$ cat config.mk
export PLATFORM = sky130hd
export DESIGN_NAME = insn_decoder
export DESIGN_NICKNAME = d
export VERILOG_FILES = /design/src/common/rvv_pkg.sv /design/src/hw/insn_decoder.sv
export SDC_FILE = /design/constraint.sdc
export NUM_CORES = 1
export LEC_CHECK = 0
export BUFFER_PORTS_ARGS = -buffer_cell sky130_fd_sc_hd__buf_4
export CORE_MARGIN = 5
export CORE_UTILIZATION = 27
export DETAILED_ROUTE_END_ITERATION = 16
export GPL_TIMING_DRIVEN = 0
export MAX_ROUTING_LAYER = met4
export PLACE_DENSITY_LB_ADDON = 0.1
export SYNTH_ARGS = -nofsm -noshare
export SYNTH_HDL_FRONTEND = slang
export SYNTH_SLANG_ARGS = --single-unit
$ cat constraint.sdc
create_clock -name vclk -period 1.3
set_input_delay 0 -clock vclk [all_inputs]
set_output_delay 0 -clock vclk [all_outputs]
set_load 0.05 [all_outputs]
$ cat src/common/rvv_pkg.sv
package rvv_pkg;

    localparam int vlen          = 256;
    localparam int data_width    = 64;
    localparam int dw_b          = data_width / 8;
    localparam int beats_per_reg = vlen / data_width;   // lmul 1 only
    localparam int beat_bits     = 2;
    localparam int num_vec       = 32;
    localparam int vreg_bits     = 5;
    localparam int xlen          = 32;
    localparam int vl_bits       = 9;                   // room for vl up to 256

    localparam logic [6:0] opc_store = 7'h27;
    localparam logic [6:0] opc_opv   = 7'h57;

    localparam logic [2:0] funct3_ivv = 3'h0;
    localparam logic [2:0] funct3_ivi = 3'h3;
    localparam logic [2:0] funct3_ivx = 3'h4;
    localparam logic [2:0] funct3_cfg = 3'h7;

    localparam logic [5:0] f6_add = 6'h00;
    localparam logic [5:0] f6_sub = 6'h02;
    localparam logic [5:0] f6_and = 6'h09;
    localparam logic [5:0] f6_or  = 6'h0a;
    localparam logic [5:0] f6_xor = 6'h0b;

    // arithmetic and store layout, vd holds vs3 for a store
    typedef struct packed {
        logic [5:0] funct6;
        logic       vm;
        logic [4:0] vs2;
        logic [4:0] vs1;      // also rs1 or simm5
        logic [2:0] funct3;
        logic [4:0] vd;
        logic [6:0] opcode;
    } opv_fmt_t;

    typedef struct packed {
        logic        top;     // 0 selects vsetvli
        logic [10:0] zimm;
        logic [4:0]  rs1;
        logic [2:0]  funct3;
        logic [4:0]  rd;
        logic [6:0]  opcode;
    } cfg_fmt_t;

    typedef union packed {
        opv_fmt_t opv;
        cfg_fmt_t cfg;
    } insn_u;

    typedef enum logic [1:0] {kind_none, kind_cfg, kind_alu, kind_store} insn_kind_e;
    typedef enum logic [2:0] {alu_add, alu_sub, alu_and, alu_or, alu_xor} alu_op_e;
    typedef enum logic [1:0] {src_vv, src_vx, src_vi} src_kind_e;

    typedef struct packed {
        insn_kind_e          kind;
        alu_op_e             alu_op;
        src_kind_e           src_kind;
        logic [4:0]          vd;
        logic [4:0]          vs1;
        logic [4:0]          vs2;
        logic                rs1_zero;
        logic                rd_zero;
        logic [4:0]          imm;
        logic [10:0]         zimm;
        logic [xlen-1:0]     scalar;
    } dec_t;

    typedef struct packed {
        logic [1:0]          sew;
        logic [vl_bits-1:0]  vl;
    } cfg_t;

    typedef struct packed {
        logic                  valid;
        insn_kind_e            kind;
        alu_op_e               alu_op;
        src_kind_e             src_kind;
        logic [1:0]            sew;
        logic [vreg_bits-1:0]  vd;
        logic [beat_bits-1:0]  beat;
        logic                  last;
        logic [dw_b-1:0]       be;
        logic [data_width-1:0] scalar;   // rs1 or raw simm5
        logic [xlen-1:0]       addr;
    } issue_t;

    typedef struct packed {
        logic                  valid;
        logic [vreg_bits-1:0]  vd;
        logic [beat_bits-1:0]  beat;
        logic                  last;
        logic [data_width-1:0] data;
        logic [dw_b-1:0]       be;
    } wr_req_t;

    typedef struct packed {
        logic                  valid;
        logic [xlen-1:0]       addr;
        logic [data_width-1:0] data;
        logic [dw_b-1:0]       be;
    } store_beat_t;

endpackage
$ cat src/hw/insn_decoder.sv
module insn_decoder (
    input  rvv_pkg::insn_u             fetched,
    input  logic [rvv_pkg::xlen-1:0]   scalar,
    output rvv_pkg::dec_t              dec
);
    logic op_known;
    logic int_form;

    assign int_form = (fetched.opv.funct3 == rvv_pkg::funct3_ivv)
                    | (fetched.opv.funct3 == rvv_pkg::funct3_ivx)
                    | (fetched.opv.funct3 == rvv_pkg::funct3_ivi);

    always_comb begin
        dec          = '0;               // kind none unless matched below
        dec.vd       = fetched.opv.vd;   // vs3 when this is a store
        dec.vs1      = fetched.opv.vs1;
        dec.vs2      = fetched.opv.vs2;
        dec.imm      = fetched.opv.vs1;
        dec.rs1_zero = (fetched.cfg.rs1 == '0);
        dec.rd_zero  = (fetched.cfg.rd == '0);
        dec.zimm     = fetched.cfg.zimm;
        dec.scalar   = scalar;
        op_known     = 1'b1;

        case (fetched.opv.funct6)
            rvv_pkg::f6_add: dec.alu_op = rvv_pkg::alu_add;
            rvv_pkg::f6_sub: dec.alu_op = rvv_pkg::alu_sub;
            rvv_pkg::f6_and: dec.alu_op = rvv_pkg::alu_and;
            rvv_pkg::f6_or:  dec.alu_op = rvv_pkg::alu_or;
            rvv_pkg::f6_xor: dec.alu_op = rvv_pkg::alu_xor;
            default:         op_known   = 1'b0;
        endcase

        case (fetched.opv.funct3)
            rvv_pkg::funct3_ivx: dec.src_kind = rvv_pkg::src_vx;
            rvv_pkg::funct3_ivi: dec.src_kind = rvv_pkg::src_vi;
            default:             dec.src_kind = rvv_pkg::src_vv;
        endcase

        if (fetched.opv.opcode == rvv_pkg::opc_store) begin
            dec.kind = rvv_pkg::kind_store;
        end else if (fetched.opv.opcode == rvv_pkg::opc_opv) begin
            if (fetched.cfg.funct3 == rvv_pkg::funct3_cfg && !fetched.cfg.top) begin
                dec.kind = rvv_pkg::kind_cfg;   // vsetvli, vsetvl stays unsupported
            end else if (op_known && int_form) begin
                dec.kind = rvv_pkg::kind_alu;
            end
        end
    end

endmodule

==> metrics.cfg, run 1 <==
[power_and_ir_drop]
ir_drop_mv=0.378
power.density_nw_per_um2=562
cellLeakagePower_nw=0.847

[placement]
finalWeightedCongestion=0.734
numPortBuffers=98
place.detailed.hpwl_microns=2400

[synthesis]
synth_top_cell_by_area=buf_4
synthCells=87
yosys-top-cells-count=buf_4, nor2_1, and3_2, and3b_1, or4_1
yosys.cell_count.top_type=buf_4
synthesis.nets=151
synth_top_area_share_pct=72.7
synth.yosys.seq_area_share_pct=0
ys_warn_count=0
ys_types=19
synth_area_per_cell_sq_um=7.48
syn-cell-area_sq_um=651
synthTopCellsByArea=buf_4, and3b_1, nor3_4

[finish]
antenna_cells=0
fin_util_pct=63.4
final_layout_size_suffix_gt1_share_pct=90.3
fillCellCount=207
syn_to_final_growth_pct=120
register_area_sq_um=0
nNetsFinal=251
clkbuf_count=0
nFlopsAndLatches=0

[min_path]
hold_depth=2
hold_path.class=input port to output port
holdCritStartpoint=scalar[29]
worstHoldEndpoint=dec[29]

[setup_path]
worstPathRequired_ns=1.30
cp_max_fo=4
critPathKind=input port to output port
crit_path_start_kind=input port
end_kind=output port
arrival_ns=1.03

[sta]
hold_violations=0
final.setup.tns_ns=0
worst_pin_slew_ns=0.395
fin_crit_sh_pct=79.6
slew_headroom_pct=73.5
whs_ns=0.255
setup_violations=0
timing.fmax_mhz=967
period_needed_ns=1.03
rsz0062_at_grt=no
finalMaxSlewViolations=0

[route]
postRouteAntennaNets=0
num_vias=831
drt_iter0_markers=16
drc=0
routed_wl_microns=2500
dr.pass1.iters=4
wl_per_cell_microns=11.7
viasPerCell=3.90

[floorplan]
ios=136
start_util_pct=28.9
die_area_sq_um=3490
die_w_microns=59.1
dieHeight_microns=59.1
coreArea_sq_um=2250
rows=17

[status]
status=complete, no violations

[job]
cap_violations=0

[clock_network]
cts_setup_buffers=0
postCtsHoldBufs=0
post_cts_resized=0

[grt]
first_global_vias=793
track_usage_pct=12.3
antenna_found_initial=0
gr-total-overflow=0
grt_pass1_wl_microns=3480
grt_max_degree=6

-- critical path, cell delays in order --
cell and delay, ns:
buf_4 0.12, nor3_4 0.22, o2111ai_1 0.21, a211oi_4 0.26, buf_4 0.22
-- how the worst max path moves through the flow --
stage,start,endpoint,slack [ns]
floorplan,fetched[14],dec[71],0.08
global placement,fetched[5],dec[71],0.24
detailed placement,fetched[31],dec[71],0.25
CTS,fetched[31],dec[71],0.24
global route,fetched[31],dec[71],0.20
finish,fetched[31],dec[71],0.27
-- per-stage QoR --
| stage | std cells | worst slack, ns | total power [mW] | instance area [sq um] |
|---|---|---|---|---|
| 2_1_floorplan | 87 | 0.0813 | 0.564 | 658 |
| 3_3_place_gp | 213 | 0.236 | 0.802 | 1430 |
| 3_5_place_dp | 213 | 0.250 | 0.809 | 1430 |
| 4_1_cts | 213 | 0.243 | 0.810 | 1430 |
| 5_1_grt | 213 | 0.200 | 0.836 | 1430 |
| 6_report | 213 | 0.265 | 0.803 | 1430 |
-- cell families (layout without fill, tap and decap cells) --
kind of cell / after synthesis / count (layout) / synth area share, %
XOR/XNOR: 1 / 1 / 1.35
AND/OR/NAND/NOR: 18 / 18 / 20.2
buffers and inverters: 64 / 162 / 73.3
AO/OA/AOI/OAI: 4 / 4 / 5.19
-- layer usage --
metal	vias to the layer above	routed length [microns]	GRT usage (%)
met5	-	0	-
met3	0	351	2.18
li1	416	-	-
met1	351	730	12.9
met4	0	0	0
met2	64	1420	24.8
-- area by class of cell --
class	count	area [sq um]	area share (%)
Buffer	63	473	33.1
Inverter	1	3.75	0.263
Multi-Input combinational cell	23	181	12.7
Tap cell	28	35.0	2.45
Timing Repair Buffer	98	736	51.5
-- report_power, final --
part,internal (mW),switching [mW],total [mW]
combinational,0.314,0.488,0.803
clock,0,0,0
sequential,0,0,0
total,0.314,0.488,0.803
-- cell usage in the layout, fill, tap and decap left out, types with 2 or more instances in the layout --
cell type    n
and3_2       2
and3b_1      2
buf_4      161
nor2_1       4
or4_1        2
Note: power is estimated with default switching activity, not from simulation.
==> run 2: changes to the inputs <==
--- a/config.mk
+++ b/config.mk
@@ -7,7 +7,7 @@
 export LEC_CHECK = 0
 export BUFFER_PORTS_ARGS = -buffer_cell sky130_fd_sc_hd__buf_4
 export CORE_MARGIN = 5
-export CORE_UTILIZATION = 27
+export CORE_UTILIZATION = 25
 export DETAILED_ROUTE_END_ITERATION = 16
 export GPL_TIMING_DRIVEN = 0
 export MAX_ROUTING_LAYER = met4
==> constraint.sdc (replaced) <==
create_clock -name vclk -period 1
set_input_delay 0 -clock vclk [all_inputs]
set_output_delay 0 -clock vclk [all_outputs]
set_load 0.05 [all_outputs]
==> metrics.cfg, run 2 (synthesis gave the netlist of run 1 again) <==
[grt]
antenna_found_initial=0  ; unchanged
first_global_vias=800  ; was 793
track_usage_pct=10.7  ; was 12.3%
gr-total-overflow=0  ; unchanged
grt_pass1_wl_microns=3160  ; was 3480 microns
grt_max_degree=6  ; unchanged

[setup_path]
worstPathRequired_ns=1.00  ; was 1.30 ns
cp_max_fo=3  ; was 4
critPathKind=input port to output port  ; unchanged
crit_path_start_kind=input port  ; unchanged
path_cells=buf_4, and3b_2, o2111ai_2, a211oi_4, buf_6  ; was buf_4, nor3_4, o2111ai_1, a211oi_4, buf_4
slowest_stage=and3b_2  ; was a211oi_4
end_kind=output port  ; unchanged
slowest_delay_ns=0.25  ; was 0.26 ns
arrival_ns=0.94  ; was 1.03 ns

[min_path]
hold_path.class=input port to output port  ; unchanged

[finish]
syn_to_final_growth_pct=126  ; was 120%
nFlopsAndLatches=0  ; unchanged
final_layout_size_suffix_gt1_share_pct=93.0  ; was 90.3%
design_area_sq_um=1470  ; was 1430 sq um
clkbuf_count=0  ; unchanged
register_area_sq_um=0  ; unchanged
nNetsFinal=252  ; was 251
antenna_cells=0  ; unchanged
layout_commonest_cell=buf_4  ; unchanged

[placement]
place.detailed.hpwl_microns=2360  ; was 2400 microns
numPortBuffers=98  ; unchanged
postPlaceCellArea_sq_um=1440  ; was 1430 sq um
finalWeightedCongestion=0.650  ; was 0.734

[sta]
period_needed_ns=0.943
slew_headroom_pct=74.5  ; was 73.5%
fin_crit_sh_pct=94.3
worst_pin_slew_ns=0.381  ; was 0.395 ns
final.setup.tns_ns=0  ; unchanged
rsz0062_at_grt=yes  ; was no
setup_violations=0  ; unchanged
finalMaxSlewViolations=0  ; unchanged
hold_violations=0  ; unchanged
timing.fmax_mhz=1060

[route]
num_vias=860  ; was 831
viasPerCell=3.98  ; was 3.90
postRouteAntennaNets=0  ; unchanged
drc=0  ; unchanged
wl_per_cell_microns=11.5  ; was 11.7 microns
dr.pass1.iters=2  ; was 4
routed_wl_microns=2480  ; was 2500 microns
drt_iter0_markers=3  ; was 16

[job]
cap_violations=0  ; unchanged

[floorplan]
rows=18  ; was 17
coreArea_sq_um=2480  ; was 2250 sq um
ios=136  ; unchanged
die_area_sq_um=3720  ; was 3490 sq um
start_util_pct=26.3  ; was 28.9%
die_w_microns=61.0  ; was 59.1 microns
dieHeight_microns=61.0  ; was 59.1 microns

[power_and_ir_drop]
ir_drop_mv=0.580  ; was 0.378 mV
power.density_nw_per_um2=716  ; was 562 nW/um^2
cellLeakagePower_nw=0.856  ; was 0.847 nW

[status]
status=complete, no violations  ; unchanged

-- run 2: cell types whose count changed in the layout (fill, tap and decap cells not counted) --
cell and delta:
a21oi_1 -1, a21oi_2 +1, and3b_1 -1, and3b_2 +1, buf_4 -2, buf_6 +2, buf_8 +1, nor2_1 -2
nor2_2 +2, o2111ai_1 -1, o2111ai_2 +1
-- run 2: critical path, delay by kind of cell --
family          cells  cell delay [ns]
compound gates      2             0.39
simple gates        1             0.25
buf+inv             2             0.31
-- run 2: layout make-up --
class,instances,area [sq um]
plain buffers,63,473
repair buffers,99,758
fillers,238,1010
multi-input cells,23,198
well taps,30,37.5
inverters,1,3.75
-- run 2: per-layer routing --
layer  share of wire (%)  vias up  GRT usage [%]
met5                   0        -              -
met4                 1.0        0          0.929
met3                  18        2           1.05
met2                  55       71           22.0
met1                  26      368           11.3
li1                    -      419              -
-- run 2: where the power goes --
group	leakage [nW]	total, mW	internal, mW	switching (mW)
Clock	0	0	0	0
Combinational	0.856	1.05	0.416	0.637
Sequential	0	0	0	0
Total	0.856	1.05	0.416	0.637
-- run 2: metrics by stage --
step / utilization, % / hold slack [ns] / cells / setup WS [ns] / total power, mW
2_1_floorplan: - / 0.0961 / 87 / -0.162 / 0.735
3_3_place_gp: 58.1 / 0.256 / 215 / -0.0577 / 1.05
3_5_place_dp: 58.1 / 0.256 / 215 / -0.0645 / 1.05
4_1_cts: 58.6 / 0.256 / 215 / 0.000287 / 1.06
5_1_grt: 59.3 / 0.258 / 216 / -0.0106 / 1.09
6_report: 59.3 / 0.254 / 216 / 0.0573 / 1.05
-- run 2: final timing paths --
check       start       to  slack, ns  cells past startpoint
min    scalar[10]  dec[10]       0.25                      2
max    fetched[5]  dec[71]       0.06                      5
-- run 2: timing repair --
item	CTS	global route
endpoints found under the setup margin	1	1
hold buffers	0	0
buffers inserted	0	1
gates resized for setup	3	3
pin swaps	1	3
==> run 3: changes to the inputs <==
--- a/config.mk
+++ b/config.mk
@@ -9,7 +9,6 @@
 export CORE_MARGIN = 5
 export CORE_UTILIZATION = 25
 export DETAILED_ROUTE_END_ITERATION = 16
-export GPL_TIMING_DRIVEN = 0
 export MAX_ROUTING_LAYER = met4
 export PLACE_DENSITY_LB_ADDON = 0.1
 export SYNTH_ARGS = -nofsm -noshare
==> metrics.cfg, run 3 (synthesis gave the netlist of run 1 again) <==
[status]
status=complete, no violations  ; unchanged

[power_and_ir_drop]
power.share.clock_pct=0  ; about the same
cellLeakagePower_nw=0.352  ; was 0.856 nW
internal_power_mw=0.151  ; was 0.416 mW
p_switching_mw=0.248  ; was 0.637 mW
ir_drop_mv=0.288  ; was 0.580 mV
pwr-share-comb_pct=100.0  ; about the same
power.density_nw_per_um2=589  ; was 716 nW/um^2
swShare_pct=62.2  ; was 60.5%
power_frac_seq_pct=0  ; about the same

[grt]
first_global_vias=462  ; was 800
track_usage_pct=7.19  ; was 10.7%
grt_max_degree=6  ; unchanged
gr-total-overflow=0  ; unchanged
busiest_layer=met2  ; unchanged
antenna_found_initial=0  ; unchanged
grt_use_met3_pct=1.89  ; was 1.05%
grt_use_met2_pct=11.6  ; was 22.0%
grt_pass1_wl_microns=2140  ; was 3160 microns
met1_usage_pct=7.64  ; was 11.3%

[finish]
nNetsFinal=148  ; was 252
multi_input_area_sq_um=198  ; unchanged
design_area_sq_um=678  ; was 1470 sq um
layout_commonest_cell=buf_4  ; unchanged
nFlopsAndLatches=0  ; unchanged
register_area_sq_um=0  ; unchanged
clkbuf_count=0  ; unchanged
final_layout_size_suffix_gt1_share_pct=84.1  ; was 93.0%
fin_util_pct=27.4  ; was 59.3%
fillCellCount=286  ; was 238
syn_to_final_growth_pct=4.23  ; was 126%
final_cell_mix=buf_4, nor2_1, and3_2, or4_1, nor2_2
antenna_cells=0  ; unchanged

[sta]
fin_crit_sh_pct=94.3  ; about the same
period_needed_ns=0.943  ; about the same
rsz0062_at_grt=no  ; was yes
timing.fmax_mhz=1060  ; about the same
setup_violations=0  ; unchanged
slew_headroom_pct=73.2  ; was 74.5%
finalMaxSlewViolations=0  ; unchanged
worst_pin_slew_ns=0.400  ; was 0.381 ns
hold_violations=0  ; unchanged

[min_path]
hold_path.class=input port to output port  ; unchanged

[setup_path]
arrival_ns=0.94  ; about the same
critPathKind=input port to output port  ; unchanged
critPathTopFamily=simple AND/OR/NAND/NOR gates  ; was compound AO/OA/AOI/OAI gates
cp_max_fo=3  ; unchanged
cp_common_cell=buf_4
worstPathRequired_ns=1.00  ; about the same
crit_path_start_kind=input port  ; unchanged
path_buf_inv=2  ; unchanged
slowest_delay_ns=0.54  ; was 0.25 ns
end_kind=output port  ; unchanged
path_cells=buf_4, or4_1, nor2_2, buf_4  ; was buf_4, and3b_2, o2111ai_2, a211oi_4, buf_6
slowest_stage=or4_1  ; was and3b_2

[placement]
numPortBuffers=55  ; was 98
place.detailed.hpwl_microns=1420  ; was 2360 microns
postPlaceCellArea_sq_um=667  ; was 1440 sq um
finalWeightedCongestion=0.660  ; was 0.650

[route]
drt_iter0_markers=9  ; was 3
postRouteAntennaNets=0  ; unchanged
routed_wl_microns=1550  ; was 2480 microns
wl_per_cell_microns=13.8  ; was 11.5 microns
num_vias=461  ; was 860
drc=0  ; unchanged
dr.pass1.iters=4  ; was 2
viasPerCell=4.12  ; was 3.98

[clock_network]
postCtsHoldBufs=0  ; unchanged
cts_setup_buffers=0  ; unchanged

[floorplan]
rows=18  ; unchanged
coreArea_sq_um=2480  ; unchanged
ios=136  ; unchanged
die_w_microns=61.0  ; unchanged
die_area_sq_um=3720  ; unchanged
dieHeight_microns=61.0  ; unchanged
start_util_pct=26.3  ; unchanged

[job]
cap_violations=0  ; unchanged

==> run 3: cell types whose count changed in the layout (fill, tap and decap cells not counted), sizes merged <==
cell and change:
buf -104
==> run 3: final timing paths <==
path / startpoint / to / slack, ns / cells past startpoint
max: fetched[15] / dec[49] / 0.06 / 4
min: scalar[17] / dec[17] / 0.00002 / 0
==> run 3: routing by layer <==
| metal | up-vias | wire length [microns] |
|---|---|---|
| met5 | - | 0 |
| met3 | 19 | 258 |
| met2 | 40 | 786 |
| li1 | 212 | - |
| met1 | 190 | 428 |
| met4 | 0 | 74 |
==> run 3: area by class of cell <==
class	instances	share of cell area [%]
inverters	1	0.554
repair buffers	58	64.8
well taps	30	5.54
multi-input cells	23	29.2
==> run 3: repair_timing <==
item | 4_1_cts | 5_1_grt
pin swaps | 0 | 1
gates resized for setup | 2 | 1
setup endpoints to repair | 1 | 1
cloned | 0 | 0
==> run 3: power by group through the flow <==
stage,Combinational (mW),Clock [mW],Sequential [mW]
2_1_floorplan,0.735,0,0
3_3_place_gp,0.402,0,0
3_5_place_dp,0.401,0,0
4_1_cts,0.403,0,0
5_1_grt,0.420,0,0
6_report,0.399,0,0
==> run 3: per-stage QoR <==
| step | TNS, ns | power (mW) | setup slack, ns | std cells | hold WS [ns] |
|---|---|---|---|---|---|
| final | 0 | 0.399 | 0.0565 | 112 | 0.0000193 |
| after global routing | 0 | 0.420 | 0.0135 | 112 | 0.0000794 |
| after CTS | 0 | 0.403 | 0.000967 | 112 | 0.000341 |
| after detailed placement | -0.0418 | 0.401 | -0.0418 | 112 | 0.000341 |
| after global placement | -0.00983 | 0.402 | -0.00983 | 112 | 0.000341 |
| after floorplan | -0.162 | 0.735 | -0.162 | 87 | 0.0961 |
