==> config.mk <==
export PLATFORM = sky130hd
export DESIGN_NAME = issue_ctrl
export DESIGN_NICKNAME = d
export VERILOG_FILES = /design/src/common/rvv_pkg.sv /design/src/hw/issue_ctrl.sv
export SDC_FILE = /design/constraint.sdc
export NUM_CORES = 1
export LEC_CHECK = 0
export ABC_AREA = 0
export BUFFER_PORTS_ARGS = -buffer_cell sky130_fd_sc_hd__buf_2
export CORE_AREA = 3 3 164 166
export CTS_CLUSTER_DIAMETER = 100
export CTS_CLUSTER_SIZE = 40
export DETAILED_ROUTE_END_ITERATION = 7
export DIE_AREA = 0 0 167 169
export GPL_TIMING_DRIVEN = 0
export MAX_ROUTING_LAYER = met4
export PLACE_DENSITY = 0.58
export SKIP_CTS_REPAIR_TIMING = 1
export SYNTH_ARGS = -nofsm -noshare
export SYNTH_HDL_FRONTEND = slang
export SYNTH_SLANG_ARGS = --single-unit
==> constraint.sdc <==
create_clock -name clk -period 9.2 [get_ports clk]
set_input_delay 1.84 -clock clk [delete_from_list [all_inputs] [get_ports clk]]
set_output_delay 1.84 -clock clk [all_outputs]
set_load 0.005 [all_outputs]
==> src/common/rvv_pkg.sv <==
package rvv_pkg;

    localparam int vlen          = 256;
    localparam int data_width    = 64;
    localparam int dw_b          = data_width / 8;
    localparam int beats_per_reg = vlen / data_width;   // lmul 1 only
    localparam int beat_bits     = 2;
    localparam int num_vec       = 32;
    localparam int vreg_bits     = 5;
    localparam int xlen          = 32;
    localparam int vl_bits       = 9;                   // room for vl up to 256

    localparam logic [6:0] opc_store = 7'h27;
    localparam logic [6:0] opc_opv   = 7'h57;

    localparam logic [2:0] funct3_ivv = 3'h0;
    localparam logic [2:0] funct3_ivi = 3'h3;
    localparam logic [2:0] funct3_ivx = 3'h4;
    localparam logic [2:0] funct3_cfg = 3'h7;

    localparam logic [5:0] f6_add = 6'h00;
    localparam logic [5:0] f6_sub = 6'h02;
    localparam logic [5:0] f6_and = 6'h09;
    localparam logic [5:0] f6_or  = 6'h0a;
    localparam logic [5:0] f6_xor = 6'h0b;

    // arithmetic and store layout, vd holds vs3 for a store
    typedef struct packed {
        logic [5:0] funct6;
        logic       vm;
        logic [4:0] vs2;
        logic [4:0] vs1;      // also rs1 or simm5
        logic [2:0] funct3;
        logic [4:0] vd;
        logic [6:0] opcode;
    } opv_fmt_t;

    typedef struct packed {
        logic        top;     // 0 selects vsetvli
        logic [10:0] zimm;
        logic [4:0]  rs1;
        logic [2:0]  funct3;
        logic [4:0]  rd;
        logic [6:0]  opcode;
    } cfg_fmt_t;

    typedef union packed {
        opv_fmt_t opv;
        cfg_fmt_t cfg;
    } insn_u;

    typedef enum logic [1:0] {kind_none, kind_cfg, kind_alu, kind_store} insn_kind_e;
    typedef enum logic [2:0] {alu_add, alu_sub, alu_and, alu_or, alu_xor} alu_op_e;
    typedef enum logic [1:0] {src_vv, src_vx, src_vi} src_kind_e;

    typedef struct packed {
        insn_kind_e          kind;
        alu_op_e             alu_op;
        src_kind_e           src_kind;
        logic [4:0]          vd;
        logic [4:0]          vs1;
        logic [4:0]          vs2;
        logic                rs1_zero;
        logic                rd_zero;
        logic [4:0]          imm;
        logic [10:0]         zimm;
        logic [xlen-1:0]     scalar;
    } dec_t;

    typedef struct packed {
        logic [1:0]          sew;
        logic [vl_bits-1:0]  vl;
    } cfg_t;

    typedef struct packed {
        logic                  valid;
        insn_kind_e            kind;
        alu_op_e               alu_op;
        src_kind_e             src_kind;
        logic [1:0]            sew;
        logic [vreg_bits-1:0]  vd;
        logic [beat_bits-1:0]  beat;
        logic                  last;
        logic [dw_b-1:0]       be;
        logic [data_width-1:0] scalar;   // rs1 or raw simm5
        logic [xlen-1:0]       addr;
    } issue_t;

    typedef struct packed {
        logic                  valid;
        logic [vreg_bits-1:0]  vd;
        logic [beat_bits-1:0]  beat;
        logic                  last;
        logic [data_width-1:0] data;
        logic [dw_b-1:0]       be;
    } wr_req_t;

    typedef struct packed {
        logic                  valid;
        logic [xlen-1:0]       addr;
        logic [data_width-1:0] data;
        logic [dw_b-1:0]       be;
    } store_beat_t;

endpackage
==> src/hw/issue_ctrl.sv <==
module issue_ctrl (
    input  logic                            clk,
    input  logic                            rst_n,
    input  rvv_pkg::insn_u                  insn,
    input  logic                            insn_valid,
    input  logic [rvv_pkg::xlen-1:0]        scalar_rs1,
    output logic                            proc_rdy,
    output rvv_pkg::insn_u                  fetched,
    output logic [rvv_pkg::xlen-1:0]        fetched_scalar,
    input  rvv_pkg::dec_t                   dec,
    input  rvv_pkg::cfg_t                   cfg,
    output logic                            cfg_fire,
    output logic [rvv_pkg::vreg_bits-1:0]   rd_addr_1,
    output logic [rvv_pkg::vreg_bits-1:0]   rd_addr_2,
    output logic [rvv_pkg::beat_bits-1:0]   rd_beat,
    output rvv_pkg::issue_t                 item,
    input  rvv_pkg::wr_req_t                wr
);
    logic                              started;
    logic                              busy;       // fetch register holds an instruction
    logic [rvv_pkg::beat_bits-1:0]     beat;
    logic [rvv_pkg::num_vec-1:0]       pending;
    logic [rvv_pkg::num_vec-1:0]       sb_set;
    logic [rvv_pkg::num_vec-1:0]       sb_clr;
    logic [rvv_pkg::vl_bits+2:0]       vl_bytes;
    logic [rvv_pkg::vl_bits+2:0]       n_beats;
    logic                              is_store;
    logic                              is_vec;
    logic                              hazard;
    logic                              go;
    logic                              last;
    logic                              retire;
    rvv_pkg::issue_t                   nxt;

    assign is_store = (dec.kind == rvv_pkg::kind_store);
    assign is_vec   = busy & ((dec.kind == rvv_pkg::kind_alu) | is_store);
    assign cfg_fire = busy & (dec.kind == rvv_pkg::kind_cfg);

    // sources are checked once, before beat 0; a pending vd also holds so that
    // an older last-beat clear cannot drop the new mark
    assign hazard = (beat == '0) & (is_store ? pending[dec.vd]
                  : pending[dec.vs2] | pending[dec.vd]
                  | ((dec.src_kind == rvv_pkg::src_vv) & pending[dec.vs1]));
    assign go     = is_vec & ~hazard;

    assign vl_bytes = (rvv_pkg::vl_bits + 3)'(cfg.vl) << cfg.sew;
    assign n_beats  = (vl_bytes + 7) >> 3;
    assign last     = ((rvv_pkg::vl_bits + 3)'(beat) + 1'b1) >= n_beats;   // n of 0 still issues one beat
    assign retire   = cfg_fire | (busy & (dec.kind == rvv_pkg::kind_none)) | (go & last);
    assign proc_rdy = started & (~busy | retire);

    assign rd_addr_1 = is_store ? dec.vd : dec.vs1;
    assign rd_addr_2 = dec.vs2;
    assign rd_beat   = beat;

    always_comb begin
        sb_set = '0;
        sb_clr = '0;
        sb_set[dec.vd] = go & (beat == '0) & ~is_store;
        sb_clr[wr.vd]  = wr.valid & wr.last;

        nxt          = '0;
        nxt.valid    = go;
        nxt.kind     = dec.kind;
        nxt.alu_op   = dec.alu_op;
        nxt.src_kind = dec.src_kind;
        nxt.sew      = cfg.sew;
        nxt.vd       = dec.vd;
        nxt.beat     = beat;
        nxt.last     = last;
        nxt.addr     = fetched_scalar + rvv_pkg::xlen'(beat) * rvv_pkg::dw_b;
        for (int j = 0; j < rvv_pkg::dw_b; j++) begin
            nxt.be[j] = ((rvv_pkg::vl_bits + 3)'(beat) * rvv_pkg::dw_b + j) < vl_bytes;
        end
        if (dec.src_kind == rvv_pkg::src_vi) begin
            nxt.scalar = rvv_pkg::data_width'(dec.imm);
        end else begin
            nxt.scalar = {{(rvv_pkg::data_width - rvv_pkg::xlen){dec.scalar[rvv_pkg::xlen-1]}},
                          dec.scalar};
        end
    end

    always_ff @(posedge clk) begin
        if (insn_valid && proc_rdy) begin
            fetched        <= insn;
            fetched_scalar <= scalar_rs1;
        end
    end

    always_ff @(posedge clk) begin
        if (!rst_n) begin
            started <= 1'b0;
            busy    <= 1'b0;
            beat    <= '0;
            pending <= '0;
            item    <= '0;
        end else begin
            started <= 1'b1;
            if (insn_valid && proc_rdy) begin
                busy <= 1'b1;
            end else if (retire) begin
                busy <= 1'b0;
            end
            if (go) begin
                beat <= last ? '0 : beat + 1'b1;
            end
            pending <= (pending & ~sb_clr) | sb_set;
            item    <= nxt;      // lines up with the read data one cycle later
        end
    end

endmodule

==> results of run 1 <==
[per-stage QoR]
step                worst slack (ns)  cell area (um^2)  power (mW)
floorplan                       2.03              8040        1.03
global placement              0.0378             10100        1.13
detailed placement              2.64             10200        1.14
CTS                             2.65             10900        1.94
global route                    2.39             10900        2.00
finish                          2.59             10900        1.92
[power breakdown]
part           total (mW)  switching, mW  internal, mW
registers           0.916         0.0145         0.902
logic               0.197          0.100        0.0967
clock network       0.803          0.403         0.400
[metal layers]
layer	GRT usage	vias to the layer above	wire (um)
li1	-	3210	-
met1	0.213	3134	10300
met2	0.283	301	11800
met3	0.0467	35	1940
met4	0.0613	0	567
met5	-	-	0
[area by class of cell]
cell class                      count  area [um^2]
Antenna cell                        1         2.50
Inverter                           14         52.6
Clock inverter                     14          209
Clock buffer                       18          450
Sequential cell                   190         4440
Timing Repair Buffer              338         1730
Multi-Input combinational cell    428         3080
Tap cell                          335          419
Fill cell                        2576        14900
Buffer                             77          472
[registers in the layout, summed over array words and instances, names as in the netlist]
register,cells
busy,1
fetched,32
fetched_scalar,32
item,90
pending,32
rd_beat,2
started,1
[how the worst min path moves through the flow]
stage | start | endpoint | slack [ns]
CTS | fetched_scalar[0]$_DFFE_PP_ | item[0]$_SDFF_PN0_ | 0.50
floorplan | fetched_scalar[0]$_DFFE_PP_ | item[0]$_SDFF_PN0_ | 0.45
detailed placement | fetched_scalar[0]$_DFFE_PP_ | item[0]$_SDFF_PN0_ | 0.47
global route | fetched_scalar[0]$_DFFE_PP_ | item[0]$_SDFF_PN0_ | 0.52
finish | fetched_scalar[0]$_DFFE_PP_ | item[0]$_SDFF_PN0_ | 0.49
global placement | fetched_scalar[0]$_DFFE_PP_ | item[0]$_SDFF_PN0_ | 0.46
[cells in the final DEF, fill, tap and decap left out, types with 9 or more instances in the layout]
cell type and n:
sky130_fd_sc_hd__dfxtp_1 126, sky130_fd_sc_hd__and2_1 50, sky130_fd_sc_hd__ha_1 10, sky130_fd_sc_hd__nand2_1 42
sky130_fd_sc_hd__nor2b_1 11, sky130_fd_sc_hd__a21oi_1 14, sky130_fd_sc_hd__mux2i_1 35, sky130_fd_sc_hd__and3_1 10
sky130_fd_sc_hd__nor2_1 53, sky130_fd_sc_hd__edfxtp_1 64, sky130_fd_sc_hd__o211ai_1 32, sky130_fd_sc_hd__buf_2 338
sky130_fd_sc_hd__mux4_2 9, sky130_fd_sc_hd__buf_4 42, sky130_fd_sc_hd__o21ai_1 16, sky130_fd_sc_hd__inv_1 14
sky130_fd_sc_hd__xor2_1 19, sky130_fd_sc_hd__clkbuf_1 26, sky130_fd_sc_hd__nand3_1 15, sky130_fd_sc_hd__clkbuf_16 18
sky130_fd_sc_hd__o31ai_1 11
[cell families (layout without fill, tap and decap cells)]
logic type | Yosys count | in the layout | synth area share
compound gates | 118 | 118 | 0.103
xor+xnor | 25 | 25 | 0.0272
fa+ha+maj | 11 | 11 | 0.0181
buf+inv | 91 | 461 | 0.0652
flops | 190 | 190 | 0.553
mux | 55 | 55 | 0.0917
other cells | 0 | 1 | 0
simple gates | 219 | 219 | 0.142
==> parameters.txt, run 1 <==
Parameter                              Value

Yosys
  Most numerous cell in the Yosys netlist ... sky130_fd_sc_hd__dfxtp_1
  Number of nets produced by synthesis ... 951
  Post-synthesis sequential area ratio ... 0.553
  Ranking of synthesized cells by area ... sky130_fd_sc_hd__dfxtp_1, sky130_fd_sc_hd__edfxtp_1, sky130_fd_sc_hd__mux2i_1, sky130_fd_sc_hd__buf_4, sky130_fd_sc_hd__and2_1
  Area fraction of the dominant cell type after synthesis ... 0.314
  Cell type contributing the most total cell area after synthesis ... sky130_fd_sc_hd__dfxtp_1
  Number of enable flip-flop cells after synthesis ... between 60 and 70
  Most used flip-flop cell after synthesis ... sky130_fd_sc_hd__dfxtp_1
  Syn_area_per_cell ... between 10 and 15 um^2
  Post-synthesis cell type count ... approximately 60
  #FFs+latches synth ... 190
  Share of synthesized flip-flops with an asynchronous set or reset ... 0
  Synthesized instance count ... 709
  Commonest cells in the netlist ... sky130_fd_sc_hd__dfxtp_1, sky130_fd_sc_hd__edfxtp_1, sky130_fd_sc_hd__nor2_1, sky130_fd_sc_hd__and2_1
  Yosys warning count ... 0
  Cell area after technology mapping ... 8040 um^2

Critical path
  Cell count of the worst reg-to-reg path ... 10
  Peak per-stage delay on the critical path ... approximately 0.56 ns
  Termination of the worst setup path ... proc_rdy
  Sequence of cells on the critical path ... clkbuf_1 > clkbuf_1 > mux4_2 > a32o_1 > a211oi_2 > and4_1 > a21oi_1 > o21bai_1 > and2_1 > buf_2
  Critical path class ... in2out
  Category of cells accounting for the largest share of critical-path delay ... buffers and inverters
  Critical path peak fanout ... 10
  Nature of the critical path endpoint ... output pin
  CP Launch Point ... dec[61]
  Cell with the most instances on the worst path ... sky130_fd_sc_hd__clkbuf_1
  Startpoint of the most critical register-to-register path ... pending[5]$_SDFF_PN0_
  Worst EP required ... ~7.4 ns
  Register-to-register setup slack ... between 5 and 6 ns
  Bufs and invs on worst path ... 3
  Type of element launching the critical path ... primary input
  WP depth ... 10
  Worst endpoint data arrival time ... 4.77 ns
  CP max stage cell ... sky130_fd_sc_hd__clkbuf_1
  Worst reg2reg endpoint ... fetched[4]$_DFFE_PP_

Place
  Detailed Place HPWL ... 19.1 mm
  Placer congestion estimate ... around 0.86
  Buffers added on ports ... 336
  Instance count after placement with tap cells included ... about 1400

Timing
  Final Hold Viols ... 0
  Worst Hold Margin ... slightly below 0.5 ns
  Normalized max-slew margin ... 0.349
  Setup TNS ... 0 ns
  Unrepaired setup endpoints after global routing ... false
  Fmax achieved ... 151 MHz
  Final critical path time including I/O delays and setup ... between 6 and 7 ns
  Post-route fraction of the period consumed by the critical path ... 0.718
  Slew @ Worst Pin ... slightly below 1 ns
  Number of max-slew violations in the final report ... 0
  Number of endpoints failing setup at the final stage ... 0
  Maximum clock skew at final layout ... roughly 0.018 ns

Global route
  Pin count of the biggest net entering global routing ... 34
  Number of global-route vias before repair ... approximately 6700
  Initial antenna violation count ... 1
  Grt ovf ... 0
  Overall global routing resource usage ... 0.175
  Global-route wire length before repair ... 37.7 mm

Clock network
  Total number of H-tree levels ... 4
  Number of buffers added by the clock tree synthesis step ... 17
  Cell chosen for the clock root ... sky130_fd_sc_hd__clkbuf_16
  Num Clock Sinks ... between 150 and 200
  Bufs on Longest Clock Path ... 2
  TritonCTS clock tree ... done
  Clock transition at the registers of the reported paths ... about 0.08 ns
  Later-pin clock latency in the skew report ... 0.45 ns

Detailed routing
  Number of violations reported at the end of detailed-routing iteration 0 ... between 300 and 400
  Number of detailed-route iterations in the first pass ... 4
  DR WL/cell ... 17.4 um
  Post-route antenna net violation count ... 0
  Via count ... about 6700
  Final Routed Wirelength ... 24.6 mm
  Average vias per placed instance ... approximately 4.7
  DRC viols ... 0

Worst hold path
  Depth of the worst hold-timing path ... 1
  Hold crit path type ... reg2reg

Pwr
  Power per cell area ... approximately 180 nW/um^2
  Maximum vdd drop ... about 0.086 mV
  P_leak ... ~4.9 nW

Floorplan
  Vert. Die Dim ... between 150 and 200 um
  Die boundary width ... between 150 and 200 um
  Die Area ... approximately 28000 um^2
  Placeable core region ... 25800 um^2
  Top-level port count ... roughly 430
  Row count ... 59
  Effective utilization at floorplan ... 0.312

Finish
  Final cell count without fillers ... ~1400
  Share of cells above drive strength 1 ... 0.417
  Share of the core filled with cells ... 0.421
  Final Net Count ... around 1300
  Layout overhead on the synthesized area ... 35.1%

Status
  Run status ... complete, no violations

Job
  Max-cap violations ... 0
(Power assumes the default switching activity.)
==> run 2, diff against run 1 <==
--- a/config.mk
+++ b/config.mk
@@ -5,16 +5,16 @@
 export SDC_FILE = /design/constraint.sdc
 export NUM_CORES = 1
 export LEC_CHECK = 0
-export ABC_AREA = 0
+export ABC_AREA = 1
 export BUFFER_PORTS_ARGS = -buffer_cell sky130_fd_sc_hd__buf_2
-export CORE_AREA = 3 3 164 166
+export CORE_AREA = 3 3 166 168
 export CTS_CLUSTER_DIAMETER = 100
 export CTS_CLUSTER_SIZE = 40
 export DETAILED_ROUTE_END_ITERATION = 7
-export DIE_AREA = 0 0 167 169
+export DIE_AREA = 0 0 169 171
 export GPL_TIMING_DRIVEN = 0
 export MAX_ROUTING_LAYER = met4
-export PLACE_DENSITY = 0.58
+export PLACE_DENSITY = 0.61
 export SKIP_CTS_REPAIR_TIMING = 1
 export SYNTH_ARGS = -nofsm -noshare
 export SYNTH_HDL_FRONTEND = slang
==> constraint.sdc (replaced) <==
create_clock -name clk -period 5.7 [get_ports clk]
set_input_delay 1.14 -clock clk [delete_from_list [all_inputs] [get_ports clk]]
set_output_delay 1.14 -clock clk [all_outputs]
set_load 0.005 [all_outputs]
==> parameters.txt, run 2 <==
Parameter                              Value

Status
  Run status ... complete, no violations

Finish
  Register Area ... 4440 um^2 (unchanged)
  Register with the highest flop count ... item
  Final Net Count ... 1654 (+26%)
  Most frequent cells in the layout ... sky130_fd_sc_hd__buf_2, sky130_fd_sc_hd__nand2_1, sky130_fd_sc_hd__inv_1
  Share of cells above drive strength 1 ... 0.307 (-0.110)
  Flip-flop count of the largest register after layout ... 90 (unchanged)
  Fillers ... 2656 (+3.1%)
  Multi-input gate area in the final layout ... 2870 um^2 (-6.7%)
  Commonest non-fill, non-tap cell in the layout ... sky130_fd_sc_hd__buf_2
  Layout overhead on the synthesized area ... 33.6%

Global route
  Overall global routing resource usage ... 0.197 (+0.0222)
  Pin count of the biggest net entering global routing ... 34 (unchanged)
  Global-route wire length before repair ... 42.8 mm (+14%)
  Number of global-route vias before repair ... 7866 (+17%)
  Grt ovf ... 0 (unchanged)
  Initial antenna violation count ... 2 (+1)

Timing
  Setup TNS ... 0 ns (unchanged)
  Final critical path time including I/O delays and setup ... between 4 and 5 ns
  Normalized max-slew margin ... 0.330 (-0.0189)
  Unrepaired setup endpoints after global routing ... false
  Number of max-slew violations in the final report ... 0 (unchanged)
  Post-route fraction of the period consumed by the critical path ... 0.807
  Final Hold Viols ... 0 (unchanged)
  Slew @ Worst Pin ... 1.00 ns (+0.0283 ns)
  Maximum clock skew at final layout ... 0.0242 ns (+0.00632 ns)
  Fmax achieved ... between 200 and 250 MHz
  Number of endpoints failing setup at the final stage ... 0 (unchanged)

Yosys
  Commonest cells in the netlist ... sky130_fd_sc_hd__nand2_1, sky130_fd_sc_hd__inv_1, sky130_fd_sc_hd__nor2_1, sky130_fd_sc_hd__dfxtp_1, sky130_fd_sc_hd__nand3_1
  Synthesized instance count ... 1052 (+48%)
  Ranking of synthesized cells by area ... sky130_fd_sc_hd__dfxtp_1, sky130_fd_sc_hd__edfxtp_1, sky130_fd_sc_hd__nand2_1, sky130_fd_sc_hd__inv_1, sky130_fd_sc_hd__nand3_1
  Yosys warning count ... 0 (unchanged)
  Number of enable flip-flop cells after synthesis ... 64 (unchanged)
  Post-synthesis sequential area ratio ... 0.529 (-0.0237)
  Cell area after technology mapping ... 8400 um^2 (+4.5%)
  Share of synthesized flip-flops with an asynchronous set or reset ... 0 (unchanged)
  Syn_area_per_cell ... 7.98 um^2 (-30%)
  #FFs+latches synth ... 190 (unchanged)
  Number of nets produced by synthesis ... 1294 (+36%)
  Area fraction of the dominant cell type after synthesis ... 0.300 (-0.0135)
  Most numerous cell in the Yosys netlist ... sky130_fd_sc_hd__nand2_1
  Cell type contributing the most total cell area after synthesis ... sky130_fd_sc_hd__dfxtp_1
  Post-synthesis cell type count ... 33 (-44%)
  Most used flip-flop cell after synthesis ... sky130_fd_sc_hd__dfxtp_1

Clock network
  Cell chosen for the clock root ... sky130_fd_sc_hd__clkbuf_16
  Later-pin clock latency in the skew report ... 0.44 ns (about the same)
  Bufs on Longest Clock Path ... 2 (unchanged)
  TritonCTS clock tree ... done
  Num Clock Sinks ... 190 (unchanged)
  Total number of H-tree levels ... 4 (unchanged)
  Clock transition at the registers of the reported paths ... 0.09 ns (about the same)
  Number of buffers added by the clock tree synthesis step ... 17 (unchanged)

Detailed routing
  Number of detailed-route iterations in the first pass ... 5 (+1)
  Final Routed Wirelength ... 28.5 mm (+16%)
  DRC viols ... 0 (unchanged)
  Highest routed layer ... met4
  Met3 routed wirelength ... 2.05 mm (+5.6%)
  Post-Route M1 WL ... 11.6 mm (+14%)
  DR WL/cell ... 16.2 um (-6.9%)
  Wire length on met2 ... 14.1 mm (+20%)
  Post-route antenna net violation count ... 0 (unchanged)
  Average vias per placed instance ... 4.55 (-3.6%)
  Via count ... 8022 (+20%)
  Number of violations reported at the end of detailed-routing iteration 0 ... 537 (+64%)

Place
  Detailed Place HPWL ... 22.6 mm (+18%)
  Buffers added on ports ... 338 (+0.60%)
  Placer congestion estimate ... 0.895 (+4.6%)

Floorplan
  Die Area ... 28900 um^2 (+2.4%)
  Placeable core region ... 26100 um^2 (+1.1%)
  Die boundary width ... 169 um (+1.2%)
  Vert. Die Dim ... 171 um (+1.2%)
  Top-level port count ... 431 (unchanged)
  Row count ... 59 (unchanged)
  Effective utilization at floorplan ... 0.322 (+0.0103)

Critical path
  Critical path class ... in2out
  Worst endpoint data arrival time ... 3.46 ns (-1.31 ns)
  CP Launch Point ... cfg[9]
  Worst EP required ... 4.56 ns (-2.80 ns)
  Register-to-register setup slack ... 2.29 ns (-3.44 ns)
  Startpoint of the most critical register-to-register path ... rd_beat[0]$_SDFFE_PN0P_
  Nature of the critical path endpoint ... output pin
  Type of element launching the critical path ... primary input
  Critical path peak fanout ... 10 (unchanged)

Worst hold path
  Origin of the worst min-delay path ... fetched_scalar[1]$_DFFE_PP_
  Hold crit path type ... reg2reg

Pwr
  Pint ... 2.21 mW (+58%)
  Sum of internal, switching and leakage power ... 3.07 mW (+60%)
  Net switching power ... 860 uW (+66%)
  Share of total power in sequential cells ... 0.483 (+0.005)
  Gate power share ... 0.117 (+0.014)
  Part of the power in the clock network ... 0.401 (-0.018)
  Switching part of the total ... 0.280 (+0.0101)
  Power per cell area ... 274 nW/um^2 (+55%)
  Maximum vdd drop ... 0.191 mV (+120%)
  P_leak ... 5.57 nW (+14%)

Job
  Max-cap violations ... 0 (unchanged)
## run 2: cells by family (layout without fill, tap and decap cells)
| logic type | after synthesis | count (layout) | synth area share |
|---|---|---|---|
| AND/OR/NAND/NOR | 463 | 463 | 0.231 |
| buffers and inverters | 238 | 611 | 0.130 |
| adder cells (fa/ha/maj) | 11 | 11 | 0.0173 |
| AO/OA/AOI/OAI | 149 | 149 | 0.0915 |
| flip-flops | 190 | 190 | 0.529 |
| other | 0 | 2 | 0 |
| XOR/XNOR | 1 | 1 | 0.00104 |
## run 2: power groups by stage
stage / Sequential, mW / Clock [mW] / Combinational, mW
finish: 1.48 / 1.23 / 0.358
global placement: 1.51 / 0 / 0.351
CTS: 1.48 / 1.26 / 0.363
global route: 1.49 / 1.32 / 0.402
floorplan: 1.52 / 0 / 0.163
detailed placement: 1.51 / 0 / 0.361
## run 2: worst paths after layout
check	end	cells past startpoint
hold reg to reg	item[1]$_SDFF_PN0_	2
hold / removal	item[1]$_SDFF_PN0_	2
setup reg to reg	fetched_scalar[30]$_DFFE_PP_	16
setup / recovery	proc_rdy	22
## run 2: routing by layer
metal / global-route usage / vias to the layer above
met5: - / -
met3: 0.0481 / 35
met2: 0.331 / 319
met4: 0.0635 / 0
met1: 0.235 / 3619
li1: - / 4049
## run 2: metrics by stage
step | cells | worst slack [ns] | util | hold WS [ns] | cell area (um^2)
global placement | 1725 | -0.0856 | 0.404 | 0.489 | 10500
finish | 1762 | 1.10 | 0.431 | 0.507 | 11200
global route | 1762 | 0.735 | 0.431 | 0.528 | 11200
floorplan | 1052 | 0.832 | - | 0.433 | 8410
detailed placement | 1728 | 1.01 | 0.407 | 0.481 | 10600
CTS | 1760 | 1.09 | 0.430 | 0.506 | 11200
## run 2: critical path: stages
cell and delay (ns):
sky130_fd_sc_hd__buf_2 0.16, sky130_fd_sc_hd__inv_1 0.10, sky130_fd_sc_hd__o21ai_0 0.22, sky130_fd_sc_hd__nor2_1 0.08
sky130_fd_sc_hd__nor2_1 0.19, sky130_fd_sc_hd__nand2_1 0.08, sky130_fd_sc_hd__nand2_1 0.10, sky130_fd_sc_hd__nor2_1 0.06
sky130_fd_sc_hd__inv_1 0.06, sky130_fd_sc_hd__nand2_1 0.06, sky130_fd_sc_hd__ha_1 0.26, sky130_fd_sc_hd__o21ai_0 0.07
sky130_fd_sc_hd__nand2_1 0.07, sky130_fd_sc_hd__a21oi_1 0.13, sky130_fd_sc_hd__nor2_1 0.06, sky130_fd_sc_hd__nand2_1 0.13
sky130_fd_sc_hd__inv_1 0.05, sky130_fd_sc_hd__nand3_1 0.08, sky130_fd_sc_hd__nand2_1 0.07, sky130_fd_sc_hd__inv_1 0.11
sky130_fd_sc_hd__nor2_1 0.05, sky130_fd_sc_hd__buf_2 0.14
## run 2: layout make-up
class,count,area share
Clock buffer,17,0.0379
Tap cell,335,0.0374
Multi-Input combinational cell,624,0.256
Timing Repair Buffer,341,0.158
Clock inverter,15,0.0165
Buffer,73,0.0422
Antenna cell,2,0.000446
Sequential cell,190,0.396
Inverter,165,0.0554
==> run 3, diff against run 2 <==
--- a/config.mk
+++ b/config.mk
@@ -5,16 +5,16 @@
 export SDC_FILE = /design/constraint.sdc
 export NUM_CORES = 1
 export LEC_CHECK = 0
-export ABC_AREA = 1
+export ABC_AREA = 0
 export BUFFER_PORTS_ARGS = -buffer_cell sky130_fd_sc_hd__buf_2
-export CORE_AREA = 3 3 166 168
+export CORE_AREA = 3 3 167 169
 export CTS_CLUSTER_DIAMETER = 100
 export CTS_CLUSTER_SIZE = 40
 export DETAILED_ROUTE_END_ITERATION = 7
-export DIE_AREA = 0 0 169 171
+export DIE_AREA = 0 0 170 172
 export GPL_TIMING_DRIVEN = 0
 export MAX_ROUTING_LAYER = met4
-export PLACE_DENSITY = 0.61
+export PLACE_DENSITY = 0.59
 export SKIP_CTS_REPAIR_TIMING = 1
 export SYNTH_ARGS = -nofsm -noshare
 export SYNTH_HDL_FRONTEND = slang
==> constraint.sdc (replaced) <==
create_clock -name clk -period 4.2 [get_ports clk]
set_input_delay 0.84 -clock clk [delete_from_list [all_inputs] [get_ports clk]]
set_output_delay 0.84 -clock clk [all_outputs]
set_load 0.005 [all_outputs]
==> parameters.txt, run 3 (synthesis gave the netlist of run 1 again) <==
Parameter                              Value

Critical path
  Worst EP required ... 3.36 ns (-1.20 ns)
  Critical path peak fanout ... 3 (-7)
  Worst endpoint data arrival time ... 3.19 ns (-0.27 ns)
  Nature of the critical path endpoint ... output pin
  Type of element launching the critical path ... primary input
  Critical path class ... in2out

Place
  Buffers added on ports ... 336 (-0.59%)
  Placer congestion estimate ... 0.839 (-6.2%)
  Detailed Place HPWL ... 19.1 mm (-15%)

Finish
  Register with the highest flop count ... item
  Commonest non-fill, non-tap cell in the layout ... sky130_fd_sc_hd__buf_2
  Final Net Count ... 1309 (-21%)
  Most frequent cells in the layout ... sky130_fd_sc_hd__buf_2, sky130_fd_sc_hd__dfxtp_1, sky130_fd_sc_hd__edfxtp_1
  Number of inserted diodes ... 0 (-2)
  Flip-flop count of the largest register after layout ... 90 (unchanged)
  Share of cells above drive strength 1 ... 0.427 (+0.119)
  Share of the core filled with cells ... 0.405 (-0.0254)
  Fillers ... 2667 (+0.41%)
  Layout overhead on the synthesized area ... 34.7%

Global route
  Grt ovf ... 0 (unchanged)
  Initial antenna violation count ... 0 (-2)
  Overall global routing resource usage ... 0.165 (-0.0325)
  Number of global-route vias before repair ... 6251 (-21%)
  Pin count of the biggest net entering global routing ... 34 (unchanged)
  Global-route wire length before repair ... 35.8 mm (-16%)

Timing
  Final Hold Viols ... 0 (unchanged)
  Normalized max-slew margin ... 0.342 (+0.0125)
  Final critical path time including I/O delays and setup ... between 4 and 5 ns
  Fmax achieved ... 248 MHz
  Post-route fraction of the period consumed by the critical path ... 0.960
  Number of max-slew violations in the final report ... 0 (unchanged)
  Slew @ Worst Pin ... 0.985 ns (-0.0187 ns)
  Maximum clock skew at final layout ... 0.0139 ns (-0.0103 ns)
  Number of endpoints failing setup at the final stage ... 0 (unchanged)

Floorplan
  Row count ... 60 (+1.7%)
  Placeable core region ... 26700 um^2 (+2.6%)
  Vert. Die Dim ... 172 um (+0.58%)
  Die boundary width ... 170 um (+0.59%)
  Effective utilization at floorplan ... 0.301 (-0.0215)
  Die Area ... 29200 um^2 (+1.2%)
  Top-level port count ... 431 (unchanged)

Clock network
  Number of buffers added by the clock tree synthesis step ... 17 (unchanged)
  Later-pin clock latency in the skew report ... 0.43 ns (about the same)
  Cell chosen for the clock root ... sky130_fd_sc_hd__clkbuf_16
  Num Clock Sinks ... 190 (unchanged)
  TritonCTS clock tree ... done
  Bufs on Longest Clock Path ... 2 (unchanged)
  Clock transition at the registers of the reported paths ... 0.08 ns (about the same)
  Total number of H-tree levels ... 4 (unchanged)

Detailed routing
  Average vias per placed instance ... 4.62 (+1.5%)
  Number of violations reported at the end of detailed-routing iteration 0 ... 353 (-34%)
  DR WL/cell ... 17.3 um (+6.7%)
  Post-route antenna net violation count ... 0 (unchanged)
  Number of detailed-route iterations in the first pass ... 4 (-1)
  DRC viols ... 0 (unchanged)
  Final Routed Wirelength ... 24.5 mm (-14%)
  Via count ... 6567 (-18%)

Pwr
  Part of the power in the clock network ... 0.404 (+0.003)
  Power per cell area ... 378 nW/um^2 (+38%)
  Switching part of the total ... 0.267 (-0.0130)
  Pint ... 3.00 mW (+36%)
  Net switching power ... 1.09 mW (+27%)
  Gate power share ... 0.106 (-0.011)
  Maximum vdd drop ... 0.209 mV (+9.4%)
  P_leak ... 4.86 nW (-13%)
  Sum of internal, switching and leakage power ... 4.10 mW (+33%)
  Share of total power in sequential cells ... 0.490 (+0.007)

Job
  Max-cap violations ... 0 (unchanged)

Status
  Run status ... complete, no violations

Worst hold path
  Hold crit path type ... reg2reg
run 3: stage by stage:
step                      std cells   TNS, ns  hold WS (ns)  cell area [um^2]  worst slack (ns)
after CTS                      1420   -0.0958         0.494             10800           -0.0958
after detailed placement       1388    -0.101         0.465             10200            -0.101
final                          1421         0         0.490             10800             0.166
after global placement         1386    -47.45         0.460             10200            -0.745
after global routing           1421  -0.00750         0.522             10800          -0.00750
after floorplan                 709         0         0.454              8050            0.0851
run 3: power groups by stage:
stage,registers [mW],clock network (mW),logic (mW)
6_report,2.01,1.65,0.433
5_1_grt,2.02,1.78,0.481
4_1_cts,2.01,1.71,0.435
3_5_place_dp,2.05,0,0.433
3_3_place_gp,2.05,0,0.426
2_1_floorplan,2.06,0,0.194
run 3: final timing paths:
path | from | to | slack, ns | depth (start not counted)
hold / removal | fetched_scalar[1]$_DFFE_PP_ | item[1]$_SDFF_PN0_ | 0.49 | 1
setup / recovery | cfg[3] | proc_rdy | 0.17 | 15
hold reg to reg | fetched_scalar[1]$_DFFE_PP_ | item[1]$_SDFF_PN0_ | 0.49 | 1
setup reg to reg | pending[15]$_SDFF_PN0_ | fetched_scalar[27]$_DFFE_PP_ | 1.21 | 10
run 3: worst max-delay path, cell delays in order:
cell,delay [ns]
sky130_fd_sc_hd__buf_2,0.13
sky130_fd_sc_hd__nor2b_2,0.17
sky130_fd_sc_hd__a21o_1,0.20
sky130_fd_sc_hd__a221oi_2,0.23
sky130_fd_sc_hd__a21o_1,0.12
sky130_fd_sc_hd__a21boi_1,0.16
sky130_fd_sc_hd__ha_1,0.23
sky130_fd_sc_hd__nand2b_1,0.13
sky130_fd_sc_hd__a21o_1,0.17
sky130_fd_sc_hd__a21o_1,0.17
sky130_fd_sc_hd__o311a_1,0.12
sky130_fd_sc_hd__inv_2,0.09
sky130_fd_sc_hd__o21bai_1,0.10
sky130_fd_sc_hd__and2_1,0.18
sky130_fd_sc_hd__buf_2,0.14
run 3: cell type report:
class	instances	area, um^2	area share
timing repair buffer	339	1730	0.160
inverter	14	52.6	0.00485
clock inverter	15	179	0.0165
sequential	190	4440	0.410
buffer	77	482	0.0445
tap	341	427	0.0394
clock buffer	17	425	0.0393
multi-input combinational	428	3090	0.285
run 3: per-layer routing:
layer,vias up,GRT usage,share of wire
li1,3205,-,-
met1,3034,0.212,0.43
met2,296,0.255,0.47
met3,32,0.0416,0.076
met4,0,0.0557,0.021
met5,-,-,0
